--- config.mk ---
export PLATFORM = sky130hd
export DESIGN_NAME = fp_slice
export DESIGN_NICKNAME = d
export VERILOG_FILES = /design/src/logic/fp_format_pkg.sv /design/src/logic/slice_pkg.sv /design/src/logic/fp_slice.sv /design/src/logic/slice_result.sv /design/src/logic/slice_pipe.sv /design/src/logic/slice_lane.sv /design/src/logic/slice_decode.sv
export SDC_FILE = /design/constraint.sdc
export NUM_CORES = 1
export LEC_CHECK = 0
export BUFFER_PORTS_ARGS = -buffer_cell sky130_fd_sc_hd__buf_2
export CAP_MARGIN = 20
export CORE_MARGIN = 4
export CORE_UTILIZATION = 45
export DETAILED_ROUTE_END_ITERATION = 10
export GPL_ROUTABILITY_DRIVEN = 0
export PLACE_DENSITY = 0.68
export SETUP_SLACK_MARGIN = 0.2
export SLEW_MARGIN = 30
export SYNTH_ARGS = -nofsm -noshare
export SYNTH_HDL_FRONTEND = slang
export SYNTH_SLANG_ARGS = --single-unit
--- constraint.sdc ---
create_clock -name clk_i -period 3.16 [get_ports clk_i]
set_input_delay 0.158 -clock clk_i [delete_from_list [all_inputs] [get_ports clk_i]]
set_output_delay 0.158 -clock clk_i [all_outputs]
set_load 0.01 [all_outputs]
--- src/logic/fp_format_pkg.sv ---
/*
 * Floating-point format definitions
 * Encodings, field widths and canonical NaNs of the FP32 and FP16
 * formats handled by the slice, and the lane count they imply
 */
package fp_format_pkg;

  // ----------------------------------------------------------------------
  // Format selection
  // ----------------------------------------------------------------------
  typedef enum logic {
    FP32 = 1'b0,
    FP16 = 1'b1
  } fp_fmt_e;

  // ----------------------------------------------------------------------
  // Field widths
  // ----------------------------------------------------------------------
  // Single precision
  localparam int unsigned FP32_WIDTH    = 32;
  localparam int unsigned FP32_EXP_BITS = 8;
  localparam int unsigned FP32_MAN_BITS = 23;

  // Half precision
  localparam int unsigned FP16_WIDTH    = 16;
  localparam int unsigned FP16_EXP_BITS = 5;
  localparam int unsigned FP16_MAN_BITS = 10;

  // ----------------------------------------------------------------------
  // Canonical quiet NaNs
  // ----------------------------------------------------------------------
  // Positive sign, exponent all ones, only the quiet bit set
  localparam logic [FP32_WIDTH-1:0] FP32_QNAN = 32'h7fc00000;
  localparam logic [FP16_WIDTH-1:0] FP16_QNAN = 16'h7e00;

  // Narrowest format decides how many lanes fit side by side
  localparam int unsigned NUM_LANES = FP32_WIDTH / FP16_WIDTH;

endpackage
--- src/logic/slice_pkg.sv ---
/*
 * Slice operation package
 * Operation encoding, tag type, pipeline depth and the structs that
 * carry requests, lane operations, lane results and responses
 */
package slice_pkg;

  localparam int unsigned SLICE_WIDTH = 32;

  // Number of register stages between lanes and result assembly
  localparam int unsigned PIPE_DEPTH = 2;

  // ----------------------------------------------------------------------
  // Operations and tag
  // ----------------------------------------------------------------------
  typedef enum logic [2:0] {
    SGNJ,
    SGNJN,
    SGNJX,
    MIN,
    MAX
  } slice_op_e;

  typedef logic [3:0] tag_t;

  // ----------------------------------------------------------------------
  // Request and response
  // ----------------------------------------------------------------------
  typedef struct packed {
    logic [SLICE_WIDTH-1:0] operand_a;
    logic [SLICE_WIDTH-1:0] operand_b;
    slice_op_e              op;
    fp_format_pkg::fp_fmt_e fmt;
    logic                   vectorial;
    tag_t                   tag;
  } slice_req_t;

  typedef struct packed {
    logic [SLICE_WIDTH-1:0] result;
    logic                   nv;
    tag_t                   tag;
  } slice_rsp_t;

  // ----------------------------------------------------------------------
  // Lane level
  // ----------------------------------------------------------------------
  // Upper lanes only look at the low FP16 bits of a and b
  typedef struct packed {
    slice_op_e              op;
    fp_format_pkg::fp_fmt_e fmt;
    logic [SLICE_WIDTH-1:0] a;
    logic [SLICE_WIDTH-1:0] b;
  } lane_op_t;

  typedef struct packed {
    logic [SLICE_WIDTH-1:0] value;
    logic                   nv;
  } lane_res_t;

  typedef lane_op_t  [fp_format_pkg::NUM_LANES-1:0] lane_op_vec_t;
  typedef lane_res_t [fp_format_pkg::NUM_LANES-1:0] lane_res_vec_t;

  // Side information that rides along with the lane results
  typedef struct packed {
    fp_format_pkg::fp_fmt_e fmt;
    logic                   vectorial;
    tag_t                   tag;
  } slice_aux_t;

  typedef struct packed {
    lane_res_vec_t lanes;
    slice_aux_t    aux;
  } pipe_item_t;

endpackage

--- src/logic/fp_slice.sv ---
/*
 * Packed-SIMD sign injection and min/max slice
 * Decode, two computing lanes, a register pipeline and result assembly
 * behind valid/ready handshakes on both sides
 */
`timescale 1ns/1ns

module fp_slice (
  input  logic                  clk_i,
  input  logic                  rst_n_i,
  input  logic                  flush_i,
  input  slice_pkg::slice_req_t req_i,
  input  logic                  in_valid_i,
  output logic                  in_ready_o,
  output slice_pkg::slice_rsp_t rsp_o,
  output logic                  out_valid_o,
  input  logic                  out_ready_i,
  output logic                  busy_o
);
  import slice_pkg::*;

  lane_op_vec_t  lane_ops;
  lane_res_vec_t lane_res;
  slice_aux_t    aux;
  pipe_item_t    pipe_in;
  pipe_item_t    pipe_out;

  slice_decode i_decode (
    .req_i      ( req_i    ),
    .lane_ops_o ( lane_ops ),
    .aux_o      ( aux      )
  );

  // Lane 0 handles both formats, lane 1 only the upper FP16 half
  slice_lane #(
    .HasFp32 ( 1'b1 )
  ) i_lane_0 (
    .op_i  ( lane_ops[0] ),
    .res_o ( lane_res[0] )
  );

  slice_lane #(
    .HasFp32 ( 1'b0 )
  ) i_lane_1 (
    .op_i  ( lane_ops[1] ),
    .res_o ( lane_res[1] )
  );

  assign pipe_in = '{lanes: lane_res, aux: aux};

  slice_pipe #(
    .Depth ( PIPE_DEPTH )
  ) i_pipe (
    .clk_i       ( clk_i       ),
    .rst_n_i     ( rst_n_i     ),
    .flush_i     ( flush_i     ),
    .in_item_i   ( pipe_in     ),
    .in_valid_i  ( in_valid_i  ),
    .in_ready_o  ( in_ready_o  ),
    .out_item_o  ( pipe_out    ),
    .out_valid_o ( out_valid_o ),
    .out_ready_i ( out_ready_i ),
    .busy_o      ( busy_o      )
  );

  slice_result i_result (
    .item_i ( pipe_out ),
    .rsp_o  ( rsp_o    )
  );

endmodule

--- src/logic/slice_result.sv ---
/*
 * Slice result assembly
 * Packs the lane values into the 32-bit result, NaN-boxes scalar FP16
 * results and merges the lane NV flags
 */
`timescale 1ns/1ns

module slice_result (
  input  slice_pkg::pipe_item_t item_i,
  output slice_pkg::slice_rsp_t rsp_o
);
  import slice_pkg::*;
  import fp_format_pkg::*;

  logic [SLICE_WIDTH-1:0] packed_fp16;
  logic                   nv;

  // ----------------------------------------------------------------------
  // Narrow packing
  // ----------------------------------------------------------------------
  always_comb begin
    for (int k = 0; k < NUM_LANES; k++) begin
      if ((k == 0) || item_i.aux.vectorial) begin
        packed_fp16[k*FP16_WIDTH +: FP16_WIDTH] = item_i.lanes[k].value[FP16_WIDTH-1:0];
      end else begin
        // Unused upper lanes are NaN-boxed
        packed_fp16[k*FP16_WIDTH +: FP16_WIDTH] = '1;
      end
    end
  end

  // Status of idle lanes is dropped before the OR
  always_comb begin
    nv = 1'b0;
    for (int k = 0; k < NUM_LANES; k++) begin
      if ((k == 0) || item_i.aux.vectorial) begin
        nv |= item_i.lanes[k].nv;
      end
    end
  end

  assign rsp_o.result = (item_i.aux.fmt == FP32) ? item_i.lanes[0].value : packed_fp16;
  assign rsp_o.nv     = nv;
  assign rsp_o.tag    = item_i.aux.tag;

endmodule

--- src/logic/slice_pipe.sv ---
/*
 * Slice register pipeline
 * Valid/ready stages with flush and busy that carry the lane results
 * and the auxiliary bits towards result assembly
 */
`timescale 1ns/1ns

module slice_pipe #(
  parameter int unsigned Depth = slice_pkg::PIPE_DEPTH
) (
  input  logic                  clk_i,
  input  logic                  rst_n_i,
  input  logic                  flush_i,
  input  slice_pkg::pipe_item_t in_item_i,
  input  logic                  in_valid_i,
  output logic                  in_ready_o,
  output slice_pkg::pipe_item_t out_item_o,
  output logic                  out_valid_o,
  input  logic                  out_ready_i,
  output logic                  busy_o
);
  import slice_pkg::*;

  // Index i holds the item after i register stages
  pipe_item_t item_q  [Depth+1];
  logic       valid_q [Depth+1];
  logic       ready   [Depth+1];

  assign item_q[0]  = in_item_i;
  assign valid_q[0] = in_valid_i;

  for (genvar i = 0; i < Depth; i++) begin : gen_stage
    // Move on when the next stage takes its item or holds a bubble
    assign ready[i] = ready[i+1] | ~valid_q[i+1];

    always_ff @(posedge clk_i or negedge rst_n_i) begin
      if (!rst_n_i) begin
        valid_q[i+1] <= 1'b0;
      end else if (flush_i) begin
        valid_q[i+1] <= 1'b0;
      end else if (ready[i]) begin
        valid_q[i+1] <= valid_q[i];
      end
    end

    // Payload only moves with a valid item
    always_ff @(posedge clk_i) begin
      if (ready[i] && valid_q[i]) begin
        item_q[i+1] <= item_q[i];
      end
    end
  end

  // Ready runs backwards from the consumer
  assign ready[Depth] = out_ready_i;
  assign in_ready_o   = ready[0];
  assign out_item_o   = item_q[Depth];
  assign out_valid_o  = valid_q[Depth];

  always_comb begin
    busy_o = 1'b0;
    for (int i = 1; i <= Depth; i++) begin
      busy_o |= valid_q[i];
    end
  end

  // A stalled output holds still until the consumer takes it
  a_stall_stable: assert property (@(posedge clk_i) disable iff (!rst_n_i)
    (out_valid_o && !out_ready_i && !flush_i) |=> (out_valid_o && $stable(out_item_o)))
    else $error("slice_pipe: output changed while stalled");

endmodule

--- src/logic/slice_lane.sv ---
/*
 * Sign injection and min/max lane
 * Computes one lane result for every format enabled in the lane and
 * selects the one that matches the requested format
 */
`timescale 1ns/1ns

module slice_lane #(
  parameter bit HasFp32 = 1'b1
) (
  input  slice_pkg::lane_op_t  op_i,
  output slice_pkg::lane_res_t res_o
);
  import slice_pkg::*;
  import fp_format_pkg::*;

  localparam int unsigned NumFmts = 2 ** $bits(fp_fmt_e);

  // One candidate per format, indexed by the format encoding
  lane_res_t [NumFmts-1:0] fmt_res;

  for (genvar f = 0; f < NumFmts; f++) begin : gen_fmt
    if ((f == int'(FP32)) && !HasFp32) begin : gen_fmt_off
      assign fmt_res[f] = '0;
    end else begin : gen_fmt_on
      localparam bit          IsWide = (f == int'(FP32));
      localparam int unsigned W      = IsWide ? FP32_WIDTH : FP16_WIDTH;
      localparam int unsigned EB     = IsWide ? FP32_EXP_BITS : FP16_EXP_BITS;
      localparam int unsigned MB     = IsWide ? FP32_MAN_BITS : FP16_MAN_BITS;
      localparam logic [W-1:0] QNan  = IsWide ? W'(FP32_QNAN) : W'(FP16_QNAN);

      logic [W-1:0] a;
      logic [W-1:0] b;
      logic [W-1:0] r;
      logic         a_nan, b_nan;
      logic         a_snan, b_snan;
      logic         a_lt_b;
      logic         nv;

      assign a = op_i.a[W-1:0];
      assign b = op_i.b[W-1:0];

      // NaN class from the exponent and the top mantissa bit
      assign a_nan  = (&a[W-2 -: EB]) && (|a[MB-1:0]);
      assign b_nan  = (&b[W-2 -: EB]) && (|b[MB-1:0]);
      assign a_snan = a_nan && !a[MB-1];
      assign b_snan = b_nan && !b[MB-1];

      // Sign-magnitude ordering, -0 below +0 falls out of the sign test
      always_comb begin
        if (a[W-1] != b[W-1]) begin
          a_lt_b = a[W-1];
        end else if (a[W-1]) begin
          a_lt_b = a[W-2:0] > b[W-2:0];
        end else begin
          a_lt_b = a[W-2:0] < b[W-2:0];
        end
      end

      always_comb begin
        r  = a;
        nv = 1'b0;
        case (op_i.op)
          SGNJ:  r = {b[W-1], a[W-2:0]};
          SGNJN: r = {~b[W-1], a[W-2:0]};
          SGNJX: r = {a[W-1] ^ b[W-1], a[W-2:0]};
          MIN, MAX: begin
            nv = a_snan | b_snan;
            if (a_nan && b_nan) begin
              r = QNan;
            end else if (a_nan) begin
              r = b;
            end else if (b_nan) begin
              r = a;
            end else begin
              r = ((op_i.op == MIN) == a_lt_b) ? a : b;
            end
          end
          default: r = a;
        endcase
      end

      // Narrow results sit zero-extended in the low bits
      assign fmt_res[f].value = SLICE_WIDTH'(r);
      assign fmt_res[f].nv    = nv;
    end
  end

  assign res_o = fmt_res[op_i.fmt];

endmodule

--- src/logic/slice_decode.sv ---
/*
 * Slice request decoder
 * Splits the operands into lane operations and replaces scalar FP16
 * operands that are not NaN-boxed by the canonical NaN
 */
`timescale 1ns/1ns

module slice_decode (
  input  slice_pkg::slice_req_t   req_i,
  output slice_pkg::lane_op_vec_t lane_ops_o,
  output slice_pkg::slice_aux_t   aux_o
);
  import slice_pkg::*;
  import fp_format_pkg::*;

  logic scalar_fp16;
  logic a_boxed;
  logic b_boxed;

  // ----------------------------------------------------------------------
  // NaN-box check
  // ----------------------------------------------------------------------
  assign scalar_fp16 = (req_i.fmt == FP16) && !req_i.vectorial;

  // A narrow value held in a wide register needs all ones above it
  assign a_boxed = &req_i.operand_a[SLICE_WIDTH-1:FP16_WIDTH];
  assign b_boxed = &req_i.operand_b[SLICE_WIDTH-1:FP16_WIDTH];

  // ----------------------------------------------------------------------
  // Lane slicing
  // ----------------------------------------------------------------------
  always_comb begin
    for (int k = 0; k < NUM_LANES; k++) begin
      lane_ops_o[k].op  = req_i.op;
      // Only lane 0 ever sees the wide format
      lane_ops_o[k].fmt = (k == 0) ? req_i.fmt : FP16;
      lane_ops_o[k].a   = req_i.operand_a >> (k * FP16_WIDTH);
      lane_ops_o[k].b   = req_i.operand_b >> (k * FP16_WIDTH);
    end

    // Unboxed scalar operands behave like a quiet NaN
    if (scalar_fp16 && !a_boxed) begin
      lane_ops_o[0].a[FP16_WIDTH-1:0] = FP16_QNAN;
    end
    if (scalar_fp16 && !b_boxed) begin
      lane_ops_o[0].b[FP16_WIDTH-1:0] = FP16_QNAN;
    end

    // Format drives lane steering here and result packing after the pipe
    assert (!$isunknown(req_i.fmt))
      else $error("slice_decode: unknown format %0b", req_i.fmt);
  end

  // ----------------------------------------------------------------------
  // Auxiliary bits
  // ----------------------------------------------------------------------
  assign aux_o.fmt = req_i.fmt;
  // A wide request has a single lane, so the vector bit means nothing there
  assign aux_o.vectorial = req_i.vectorial && (req_i.fmt == FP16);
  assign aux_o.tag       = req_i.tag;

endmodule

# --- Word level (Yosys, flattened, before mapping) ---
# Index checks and enable logic that the tools add are counted.
totals:
  reg_bits: 114
  out_inout_bits: 40
  word_cells: 127
op_classes:
  magnitude_cmp: 7
  n_eq_ne: 9
  mux: 34
  bitwise_logic: 13
  n_reduce_logical: 48
ops:
  columns: ["cell", "count"]
  rows:
  - ["16-bit 2-to-1 mux", 11]
  - ["32-bit 2-to-1 mux", 5]
  - ["16-bit case mux with 4 select lines", 2]
  - ["32-bit case mux with 4 select lines", 1]
  - ["33-bit 2-to-1 mux", 2]
  - ["23-bit OR reduction", 2]
  - ["10-bit OR reduction", 4]
  - ["16-bit AND reduction", 2]
  - ["31-bit > comparator", 1]
  - ["31-bit < comparator", 1]
  - ["15-bit > comparator", 2]
  - ["15-bit < comparator", 2]
  - ["1-bit logical AND", 21]
  - ["5-bit AND reduction", 4]
  - ["8-bit AND reduction", 2]
  - ["1-bit 2-to-1 mux", 13]
  - ["1-bit logical NOT", 9]
  - ["1-bit bitwise OR", 7]
  - ["3-bit by 2-bit == test with 1-bit output, second input constant", 2]
  - ["1-bit inverter", 4]
  - ["2-bit nonzero test", 2]
  - ["1-bit == test", 3]
  - ["3-bit by 1-bit == test with 1-bit output, second input constant", 1]
  - ["3-bit == test, second input constant", 1]
  - ["5 further kinds", 7]

# --- Longest topological paths before layout ---
# Gate-level depths: netlist (run 1).
depth:
  ltp_word: 15
  mapped_depth: 18
  ltp_nobuf: 16

# --- By module ---
# Synthesis (run 1) repeated with hierarchy kept, for this count alone.
unflattened:
  cells_unflattened: 941
  area_unflattened_um2: 9990.8
by_module_without_submodules:
  columns: ["module", "instances", "cells_each", "area_each_um2"]
  rows:
  - ["slice_pipe", 1, 227, 4983.5]
  - ["slice_lane (i_lane_0)", 1, 354, 2376.0]
  - ["slice_decode", 1, 157, 1146.1]
  - ["slice_lane (i_lane_1)", 1, 157, 1128.6]
  - ["slice_result", 1, 46, 356.6]

# --- Least setup slack after synthesis (run 1) ---
# No wires, ideal clock.
synth_path:
  kind: "input port to flip-flop"
  from: "input req_i[64] in the netlist's numbering"
  to: "register i_pipe.item_q[82] in the netlist's numbering (data pin)"
  setup_ns: 0.257
  arrival_time_ns: 4.700
  t_required_ns: 2.903
  setup_slack_ns: -1.797
  stages: 17
  cell_sequence: "nand4_1 -> or4_1 -> nand2_1 -> clkbuf_1 -> nand2_1 -> ha_1 -> and4_1 -> nand2_1 -> or4_1 -> or4_4 -> a221o_1 -> a22oi_2 -> mux2i_2 -> nor3_4 -> or2_1 -> buf_4 -> a32o_1"
synth_lines:
  columns: ["element", "line_no", "rtl"]
  rows:
  - ["start: declaration", "fp_slice.sv:12", "input slice_pkg::slice_req_t req_i,"]
  - ["end signal: indexed assignment", "slice_pipe.sv:49", "item_q[i+1] <= item_q[i];"]
  - ["end: declaration", "slice_pipe.sv:25", "pipe_item_t item_q [Depth+1];"]

==> results of run 1 <==
## layer usage
metal | track usage | vias to the layer above
met5 | 0 | -
met3 | 0.0399 | 65
met4 | 0.112 | 0
li1 | - | 2859
met2 | 0.389 | 370
met1 | 0.331 | 2951
## what timing repair did
item / 4_1_cts / 5_1_grt
endpoints found under the hold margin: 8 / 0
setup buffers: 8 / 7
gates cloned: 0 / 1
hold buffers: 7 / 0
pin swaps: 25 / 32
resized for setup: 55 / 45
setup endpoints to repair: 44 / 48
## power groups by stage
stage                     combinational, µW  clock (µW)  sequential [µW]
final                                  1020        1820             1820
after global routing                   1090        1940             1830
after CTS                               938        1850             1820
after detailed placement                859           0             1850
after global placement                  832           0             1840
after floorplan                         446           0             1840
## placed cells by master, fill, tap and decap left out, drive strengths merged, types with 11 or more instances in the layout
| cell type | Yosys | final |
|---|---|---|
| a21oi | 29 | 29 |
| nand3 | 12 | 12 |
| nand4 | 17 | 17 |
| buf | 25 | 295 |
| o21ai | 27 | 27 |
| o22a | 17 | 17 |
| nor4 | 11 | 11 |
| a22o | 25 | 25 |
| nand2 | 36 | 36 |
| inv | 39 | 39 |
| edfxtp | 112 | 112 |
| nor3 | 18 | 18 |
| ha | 27 | 27 |
| nor2 | 44 | 44 |
| clkbuf | 16 | 20 |
## flip-flops by register name, indices dropped and copies added (netlist names)
| name | count |
|---|---|
| i_pipe.item_q | 56 |
| i_pipe.out_item_o | 56 |
| i_pipe.out_valid_o | 1 |
| i_pipe.valid_q | 1 |
## worst paths after layout
check	startpoint	end	slack, ps
worst max-delay path	req_i[60]	i_pipe.item_q[82]	-900
worst min-delay path	rst_n_i	i_pipe.valid_q[1]	100
worst max register to register	i_pipe.out_valid_o	i_pipe.item_q[126]	1120
worst min register to register	i_pipe.item_q[115]	i_pipe.out_item_o[43]	410
max in group asynchronous	rst_n_i	i_pipe.out_valid_o	2970
min in group clk_i	out_ready_i	i_pipe.out_valid_o	110
## through the flow
stage	util	hold WS, ps	TNS [ps]
floorplan	-	-138	-31330
global placement	0.603	-57.5	-47070
detailed placement	0.603	-55.6	-49260
CTS	0.674	60.0	-23740
global route	0.693	101	-29920
finish	0.693	95.6	-26540
## final cells by class
cell class / count / area (µm²)
inverter: 39 / 149
clock inverter: 13 / 143
tap: 180 / 225
timing repair buffer: 303 / 2150
fill: 1000 / 4310
clock buffer: 19 / 433
sequential: 114 / 3410
multi-input combinational: 396 / 3220
## critical path: cells and delay by family
family | cells | cell delay, ps
AOI/OAI and AO/OA | 3 | 630
adders and majority gates | 1 | 260
buffers and inverters | 2 | 230
and+or+nand+nor | 11 | 2930
## cell families (layout without fill, tap and decap cells)
kind of cell    count (synthesis)  in the layout
simple gates                  185            185
compound gates                173            173
flops                         114            114
buf+inv                        80            374
fa+ha+maj                      29             29
xor+xnor                        6              6
mux                             3              3
==> results.md, run 1 <==
* Outcome: complete, but fails checks
* Failing checks: setup timing
* Sw Share at 0.248
* Fin crit period at just over 4000 ps
* Chip Width at between 100 and 150 µm
* Synth cell count leaders: 112 x edfxtp_1, 44 x nor2_1, 39 x inv_1
* Starting Density at 0.465
* Initial DRC Count at 793
* Synth Warn # at 0
* I/O Buffers at 117
* RSZ-0062 raised after global routing: true
* Crit path cell chain: buf_6 > nand4_1 > or4_4 > nand2_8 > nand2_4 > ha_4 > and4_4 > nand2_4 > or4_4 > or4_4 > buf_6 > or3_4 > a21oi_2 > a2111o_1 > nor3_2 > or2_4 > a32o_1
* Synth Area in Adders at 0.0548
* Worst reg2reg path depth at 4
* Clk sinks at ~110
* Seq/Total Area, Yosys at 0.523
* Rows at 43
* Syn avg cell area at 11.1 µm²
* Setup crit end kind: flop
* Compound-cell area share of the yosys netlist at 0.199
* Worst-Margin Slew at about 860 ps
* Most common flop cell mapped by yosys: edfxtp_1
* Mapped Cells at 590
* Crit path kind: in2reg
* Area contributors post-synth: edfxtp_1 52%, ha_1 5.2%, a22o_1 3.4%
* Most common cell in the netlist: edfxtp_1
* DR DRC count at 0
* Total chip power at 4670 µW
* Cell Pwr Density at 480 nW/µm²
* Dominant cell type by area after synthesis: edfxtp_1
* Final Net Count at 976
* Mux share of post-synthesis cell area at 0.00556
* Met2 wire len at 9850 µm
* First-pass GRT wire length at 31,700 µm
* Clock root buffer master: clkbuf_16
* Clock-pin slew on the worst setup and hold paths at roughly 50 ps
* Fin crit share at 1.28
* Final setup viols at 32
* CTS max path bufs at 2
* Slew Limit Fails at 0
* Fin worst setup slack at -897 ps
* Core area at ~14,000 µm²
* Leak at 0.00413 µW
* VDD IR max at 0.279 mV
* Placed insts at 1,009
* Fin. Hold Viols at 0
* Via count at between 6k and 7k
* Num ports at 118
* Share of the synthesized area in the top cell type at 0.515
* Critical path launch point type: input port
* Post-DR vias/cell at between 5 and 6
* H-tree depth at 4
* Later-pin clock latency in the skew report at 400 ps
* Comb pwr share at 0.219
* FFs w/ async S/R, synth at 0.0175
* Die Y at 128 µm
* Post-synth EDFFs at 112
* Yosys cell types at 72
* Worst Skew at 7.41 ps
* Sequential Power Share at 0.390
* Simple-Gate Fraction of Synth Area at 0.150
* XOR/XNOR share of the synthesized area at 0.00805
* Post-Place Cell Area at between 8000 and 9000 µm²
* Main combinational cell family by area after synthesis: compound AO/OA/AOI/OAI gates
* Switch Pwr at 1160 µW
* Syn-to-layout area delta at 49.2%
* Slowest stage delay, CP at 630 ps
* Number of global-route vias before repair at slightly above 6k
* Critical Path RT at around 3300 ps
* Synth Register Bits at 114
* Internal Power at 3510 µW
* TritonCTS clock tree: yes
* Post-synth design cell area at roughly 6500 µm²
* All-Layer GR Usage at 0.245
* Clock power share at 0.390
* DRT Pass-1 Iters at 8
* Clock buffer count from CTS at 17
* Highest Signal Layer: met4
* Full die area at approximately 16,000 µm²
* Met3 WL post-DR at 1570 µm
* Met1 wire length at 8430 µm
* Antenna violations before repair at 0
* Post-DP HPWL at 15,400 µm
* CP Data Arrival Time at 4210 ps
* MaxCap Viol Count at 0
* Min-Delay Path Class: in2async
* Post-synth net total at roughly 700
* Grt ovf at 0
* ANT cells at 0
* WL final at 20,700 µm
* Crit path top cell by count: or4_4
* Layout cells sized above 1 at 0.469
* FMAX at approximately 250 MHz
* Placement Setup Slack at -1520 ps
* Crit-path slowest cell: or4_4
* WL/cell at 19.4 µm
* Rel. slew slack at 0.422
* Crit path max fanout at 7
* Pin count of the biggest net entering global routing at 48
* Final std cells w/o fill at between 1k and 1.5k
* Routed Antenna Nets at 0
* Finished layout cell area at 9730 µm²
Power figures use the tool's default switching activity.
==> run 2, diff against run 1 <==
--- a/config.mk
+++ b/config.mk
@@ -11,8 +11,8 @@
 export CORE_UTILIZATION = 45
 export DETAILED_ROUTE_END_ITERATION = 10
 export GPL_ROUTABILITY_DRIVEN = 0
-export PLACE_DENSITY = 0.68
-export SETUP_SLACK_MARGIN = 0.2
+export PLACE_DENSITY = 0.69
+export SETUP_SLACK_MARGIN = 0.1
 export SLEW_MARGIN = 30
 export SYNTH_ARGS = -nofsm -noshare
 export SYNTH_HDL_FRONTEND = slang
==> results.md, run 2 (synthesis gave the netlist of run 1 again) <==
* Final setup viols at 32 (unchanged)
* Die Y at 128 µm (unchanged)
* Total chip power at 4700 µW (+0.54%)
* Core area at 14,000 µm² (unchanged)
* Worst-Margin Slew at 724 ps (-134 ps)
* Post-DP HPWL at 15,000 µm (-2.5%)
* Switch Pwr at 1140 µW (-1.9%)
* MaxCap Viol Count at 0 (unchanged)
* Clock-pin slew on the worst setup and hold paths at 50 ps (about the same)
* Fin crit period at 4170 ps (+113 ps)
* Outcome: complete, but fails checks
* Fin worst setup slack at -1010 ps (-113 ps)
* DR DRC count at 0 (unchanged)
* Clk sinks at 114 (unchanged)
* Slew Limit Fails at 0 (unchanged)
* Clock buffer count from CTS at 17 (unchanged)
* CTS max path bufs at 2 (unchanged)
* Critical path launch point type: input port
* Syn-to-layout area delta at 45.9%
* Routed Antenna Nets at 0 (unchanged)
* TritonCTS clock tree: yes
* Failing checks: setup timing
* ANT cells at 0 (unchanged)
* Sw Share at 0.242 (-0.00595)
* Num ports at 118 (unchanged)
* Clock root buffer master: clkbuf_16
* Layout cells sized above 1 at 0.445 (-0.0243)
* Worst Skew at 9.67 ps (+2.26 ps)
* Initial DRC Count at 676 (-15%)
* Rel. slew slack at 0.512 (+0.0901)
* DRT Pass-1 Iters at 5 (-3)
* Fin crit share at 1.32 (+0.0357)
* Clock power share at 0.407 (+0.017)
* Cell Pwr Density at 493 nW/µm² (+2.8%)
* All-Layer GR Usage at 0.239 (-0.00603)
* Chip Width at 128 µm (unchanged)
* RSZ-0062 raised after global routing: true
* Setup crit end kind: flop
* Most frequent cells in the layout: 162 x buf_4, 113 x buf_2, 112 x edfxtp_1
* Via count at 6,121 (-2.0%)
* Crit path max fanout at 6 (-1)
* Leak at 0.00404 µW (-2.3%)
* Comb pwr share at 0.205 (-0.014)
* Final std cells w/o fill at 1,056 (-0.75%)
* Filler instances at 1,011 (+1.1%)
* Crit path kind: in2reg
* Placed insts at 1,009 (unchanged)
* FMAX at 240 MHz (-2.7%)
* Rows at 43 (unchanged)
* Worst reg2reg path depth at 3 (-1)
* H-tree depth at 4 (unchanged)
* Grt ovf at 0 (unchanged)
* Sequential Power Share at 0.388 (-0.002)
* Multi-input gate area at 3130 µm² (-3.0%)
* Antenna violations before repair at 0 (unchanged)
* WL final at 19,800 µm (-4.1%)
* Fin. Hold Viols at 0 (unchanged)
* Critical Path RT at 3280 ps (-30 ps)
* Starting Density at 0.465 (unchanged)
* VDD IR max at 0.343 mV (+23%)
* Later-pin clock latency in the skew report at 400 ps (about the same)
* WL/cell at 18.8 µm (-3.3%)
* CP Data Arrival Time at 4290 ps (+80 ps)
* Post-DR vias/cell at 5.80 (-1.2%)
* I/O Buffers at 117 (unchanged)
* Sequential Area at 3410 µm² (unchanged)
* Pin count of the biggest net entering global routing at 57 (+19%)
* Min-Delay Path Class: in2async
* Final Net Count at 968 (-0.82%)
* Number of global-route vias before repair at 5,997 (-2.6%)
* Most common cell after layout, fill and taps aside: buf_4
* Internal Power at 3560 µW (+1.3%)
* Placement Setup Slack at -1450 ps (+73.9 ps)
* Util after Layout at 0.678 (-0.0153)
* Full die area at 16,500 µm² (unchanged)
* First-pass GRT wire length at 30,800 µm (-2.6%)
[run 2: changes by cell type in the layout (fill, tap and decap cells not counted), sizes merged]
| cell | previous run | this run |
|---|---|---|
| buf | 295 | 288 |
| clkinv | 8 | 6 |
| bufinv | 3 | 4 |
[run 2: worst paths after layout]
path / startpoint / endpoint / slack, ps
worst max-delay path: req_i[69] / i_pipe.item_q[91] / -1010
worst min-delay path: rst_n_i / i_pipe.out_valid_o / 110
worst max register to register: i_pipe.out_valid_o / i_pipe.out_item_o[6] / 1350
worst min register to register: i_pipe.item_q[80] / i_pipe.out_item_o[8] / 410
max in group asynchronous: rst_n_i / i_pipe.valid_q[1] / 2950
min in group clk_i: out_ready_i / i_pipe.out_valid_o / 110
[run 2: timing repair]
action,CTS,global route
hold endpoints to repair,8,0
pin swaps,33,19
endpoints found under the setup margin,47,48
hold buffers,7,0
buffers inserted,5,3
resized for setup,45,20
[run 2: critical path: stages]
cell and delay [ps]:
buf_6 70, nand4_1 250, or4_4 660, nand2_8 130, nand2_4 60, ha_4 260
and4_1 200, nand2_1 70, or4_4 520, or4_4 440, buf_6 140, or3_4 350
a21oi_2 130, a2111o_1 240, buf_6 190, a21oi_4 70, o32ai_2 240, a32oi_1 110
[run 2: cell type report]
class                           instances  area share
Timing Repair Buffer                  295       0.211
Sequential cell                       114       0.359
Tap cell                              180      0.0237
Clock buffer                           20      0.0459
Inverter                               39      0.0154
Clock inverter                         12      0.0172
Multi-Input combinational cell        396       0.328
[run 2: power groups by stage]
stage          sequential, µW  combinational (µW)  clock (µW)
2_1_floorplan            1840                 444           0
3_3_place_gp             1840                 820           0
3_5_place_dp             1850                 846           0
4_1_cts                  1820                 918        1930
5_1_grt                  1830                1030        2020
6_report                 1820                 964        1910
[run 2: routing by layer]
metal,GRT usage,share of wire,up-vias
met5,0,0,-
met4,0.110,0.039,0
met3,0.0473,0.077,62
met2,0.378,0.47,304
met1,0.318,0.41,2919
li1,-,-,2836
[run 2: through the flow]
step | TNS [ps] | hold WS [ps] | cell area, µm²
after global routing | -32680 | 110 | 9520
after floorplan | -31330 | -138 | 6670
after CTS | -26570 | 54.4 | 9400
after detailed placement | -48560 | -56.0 | 8450
after global placement | -43630 | -57.7 | 8450
final | -29520 | 106 | 9520
==> run 3, diff against run 2 <==
--- a/config.mk
+++ b/config.mk
@@ -12,8 +12,10 @@
 export DETAILED_ROUTE_END_ITERATION = 10
 export GPL_ROUTABILITY_DRIVEN = 0
 export PLACE_DENSITY = 0.69
+export REMOVE_ABC_BUFFERS = 1
 export SETUP_SLACK_MARGIN = 0.1
 export SLEW_MARGIN = 30
 export SYNTH_ARGS = -nofsm -noshare
 export SYNTH_HDL_FRONTEND = slang
 export SYNTH_SLANG_ARGS = --single-unit
+export TNS_END_PERCENT = 20
==> results.md, run 3 (synthesis gave the netlist of run 1 again) <==
* Clock root buffer master: clkbuf_16
* Syn-to-layout area delta at 49.6%
* Internal Power at 3430 µW (-3.6%)
* Final setup viols at 32 (unchanged)
* Starting Density at 0.465 (unchanged)
* Rel. slew slack at 0.395 (-0.118)
* Clk sinks at 114 (unchanged)
* Antenna violations before repair at 0 (unchanged)
* Num ports at 118 (unchanged)
* FMAX at 231 MHz (-3.5%)
* Routed Antenna Nets at 0 (unchanged)
* TritonCTS clock tree: yes
* Clock buffer count from CTS at 17 (unchanged)
* Worst Skew at 9.72 ps (+0.0493 ps)
* Worst hold slack at 79.8 ps (-25.9 ps)
* Crit path top cell by count: or4_4
* MaxCap Viol Count at 0 (unchanged)
* Fin worst setup slack at -1160 ps (-150 ps)
* Outcome: complete, but fails checks
* Number of global-route vias before repair at 6,153 (+2.6%)
* WL final at 21,700 µm (+9.4%)
* H-tree depth at 4 (unchanged)
* DRT Pass-1 Iters at 6 (+1)
* Critical Path RT at 3270 ps (about the same)
* Clock-pin slew on the worst setup and hold paths at 50 ps (about the same)
* CTS max path bufs at 2 (unchanged)
* I/O Buffers at 117 (unchanged)
* Setup crit end kind: flop
* Comb pwr share at 0.228 (+0.023)
* Util after Layout at 0.695 (+0.0175)
* First-pass GRT wire length at 31,700 µm (+2.8%)
* Leak at 0.00422 µW (+4.6%)
* Via count at 6,488 (+6.0%)
* Slew Limit Fails at 0 (unchanged)
* Critical path launch point type: input port
* WL/cell at 19.9 µm (+5.8%)
* ANT cells at 0 (unchanged)
* Pin count of the biggest net entering global routing at 48 (-16%)
* Crit path kind: in2reg
* Filler instances at 972 (-3.9%)
* Reg-to-reg endpoint: i_pipe.item_q[119]
* R2r setup slk at 1210 ps (-140 ps)
* Post-DP HPWL at 15,000 µm (-0.38%)
* R2R Path Start: i_pipe.out_valid_o
* Clock power share at 0.373 (-0.034)
* Worst reg2reg path depth at 4 (+1)
* Layout cells sized above 1 at 0.470 (+0.0252)
* Fin crit share at 1.37 (+0.0474)
* Die Y at 128 µm (unchanged)
* All-Layer GR Usage at 0.247 (+0.00841)
* Sequential Power Share at 0.399 (+0.011)
* Full die area at 16,500 µm² (unchanged)
* Fin crit period at 4320 ps (+150 ps)
* Worst-Margin Slew at 908 ps (+184 ps)
* Buf/Inv on CP at 2 (-1)
* Most frequent cells in the layout: 201 x buf_4, 112 x edfxtp_1, 109 x buf_2
* Initial DRC Count at 905 (+34%)
* CP top delay family: simple AND/OR/NAND/NOR gates
* Later-pin clock latency in the skew report at 400 ps (about the same)
* Grt ovf at 0 (unchanged)
* Sw Share at 0.250 (+0.00746)
* Fin. Hold Viols at 0 (unchanged)
* Final Net Count at 1,005 (+3.8%)
* Crit path max fanout at 5 (-1)
* Placement Setup Slack at -1530 ps (-85.8 ps)
* Most common cell after layout, fill and taps aside: buf_4
* DR DRC count at 0 (unchanged)
* Slowest stage delay, CP at 670 ps (about the same)
* Rows at 43 (unchanged)
* Crit path cell chain: buf_6 > nand4_1 > or4_4 > nand2_8 > nand2_2 > ha_1 > and4_4 > nand2_2 > or4_4 > or4_4 > a221o_1 > a22oi_2 > mux2i_2 > buf_4 > o21a_4 > o32ai_1 > a32oi_1
* Final std cells w/o fill at 1,092 (+3.4%)
* RSZ-0062 raised after global routing: true
* Core area at 14,000 µm² (unchanged)
* Min-Delay Path Class: in2async
* CP Data Arrival Time at 4430 ps (+140 ps)
* Cell Pwr Density at 468 nW/µm² (-5.1%)
* Chip Width at 128 µm (unchanged)
* Placed insts at 1,012 (+0.30%)
* Switch Pwr at 1140 µW (+0.34%)
* VDD IR max at 0.293 mV (-15%)
* Failing checks: setup timing
* Crit-path slowest cell: or4_4
* Post-DR vias/cell at 5.94 (+2.5%)
[run 3: worst register-to-register path, stage by stage (launching register included)]
cell     delay [ps]
dfrtp_1         380
nor2b_1         200
nand2_1         100
and2_2          330
buf_4           540
[run 3: worst max-delay path by stage]
stage	from	to	slack [ps]	cells after the start
3_5_place_dp	req_i[64]	i_pipe.item_q[82]	-1530	16
3_3_place_gp	req_i[32]	i_pipe.item_q[82]	-1450	15
4_1_cts	req_i[57]	i_pipe.item_q[80]	-920	16
6_report	req_i[67]	i_pipe.item_q[93]	-1160	17
2_1_floorplan	req_i[64]	i_pipe.item_q[82]	-1610	15
5_1_grt	req_i[67]	i_pipe.item_q[93]	-1240	18
[run 3: metrics by stage]
step	TNS (ps)	area (µm²)	power (µW)
floorplan	-63190	6290	2230
global route	-36040	9760	4750
global placement	-43610	8350	2640
detailed placement	-48580	8350	2670
CTS	-24230	9410	4460
finish	-33170	9760	4570
[run 3: power groups by stage]
| stage | registers, µW | clock network, µW | logic [µW] |
|---|---|---|---|
| after CTS | 1820 | 1720 | 913 |
| after floorplan | 1850 | 0 | 375 |
| after detailed placement | 1850 | 0 | 820 |
| after global routing | 1830 | 1820 | 1110 |
| final | 1820 | 1700 | 1040 |
| after global placement | 1850 | 0 | 795 |
[run 3: per-layer routing]
layer | GRT usage | vias up | routed length, µm
met3 | 0.0498 | 105 | 2140
met5 | 0 | - | 0
met1 | 0.324 | 3025 | 8080
met4 | 0.110 | 0 | 1140
met2 | 0.399 | 452 | 10300
li1 | - | 2906 | -
[run 3: final cells by class]
| type | instances | area [µm²] | share of cell area |
|---|---|---|---|
| clock buffer | 21 | 440 | 0.0451 |
| multi-input combinational | 396 | 3150 | 0.323 |
| inverter | 39 | 146 | 0.0150 |
| clock inverter | 10 | 92.6 | 0.00948 |
| timing repair buffer | 332 | 2300 | 0.235 |
| sequential | 114 | 3410 | 0.350 |
| tap | 180 | 225 | 0.0231 |
[run 3: what timing repair did]
item | 4_1_cts | 5_1_grt
buffers inserted | 33 | 11
hold endpoints to repair | 8 | 0
setup endpoints to repair | 34 | 48
resized for setup | 45 | 60
hold buffers | 7 | 0
pin swaps | 31 | 35
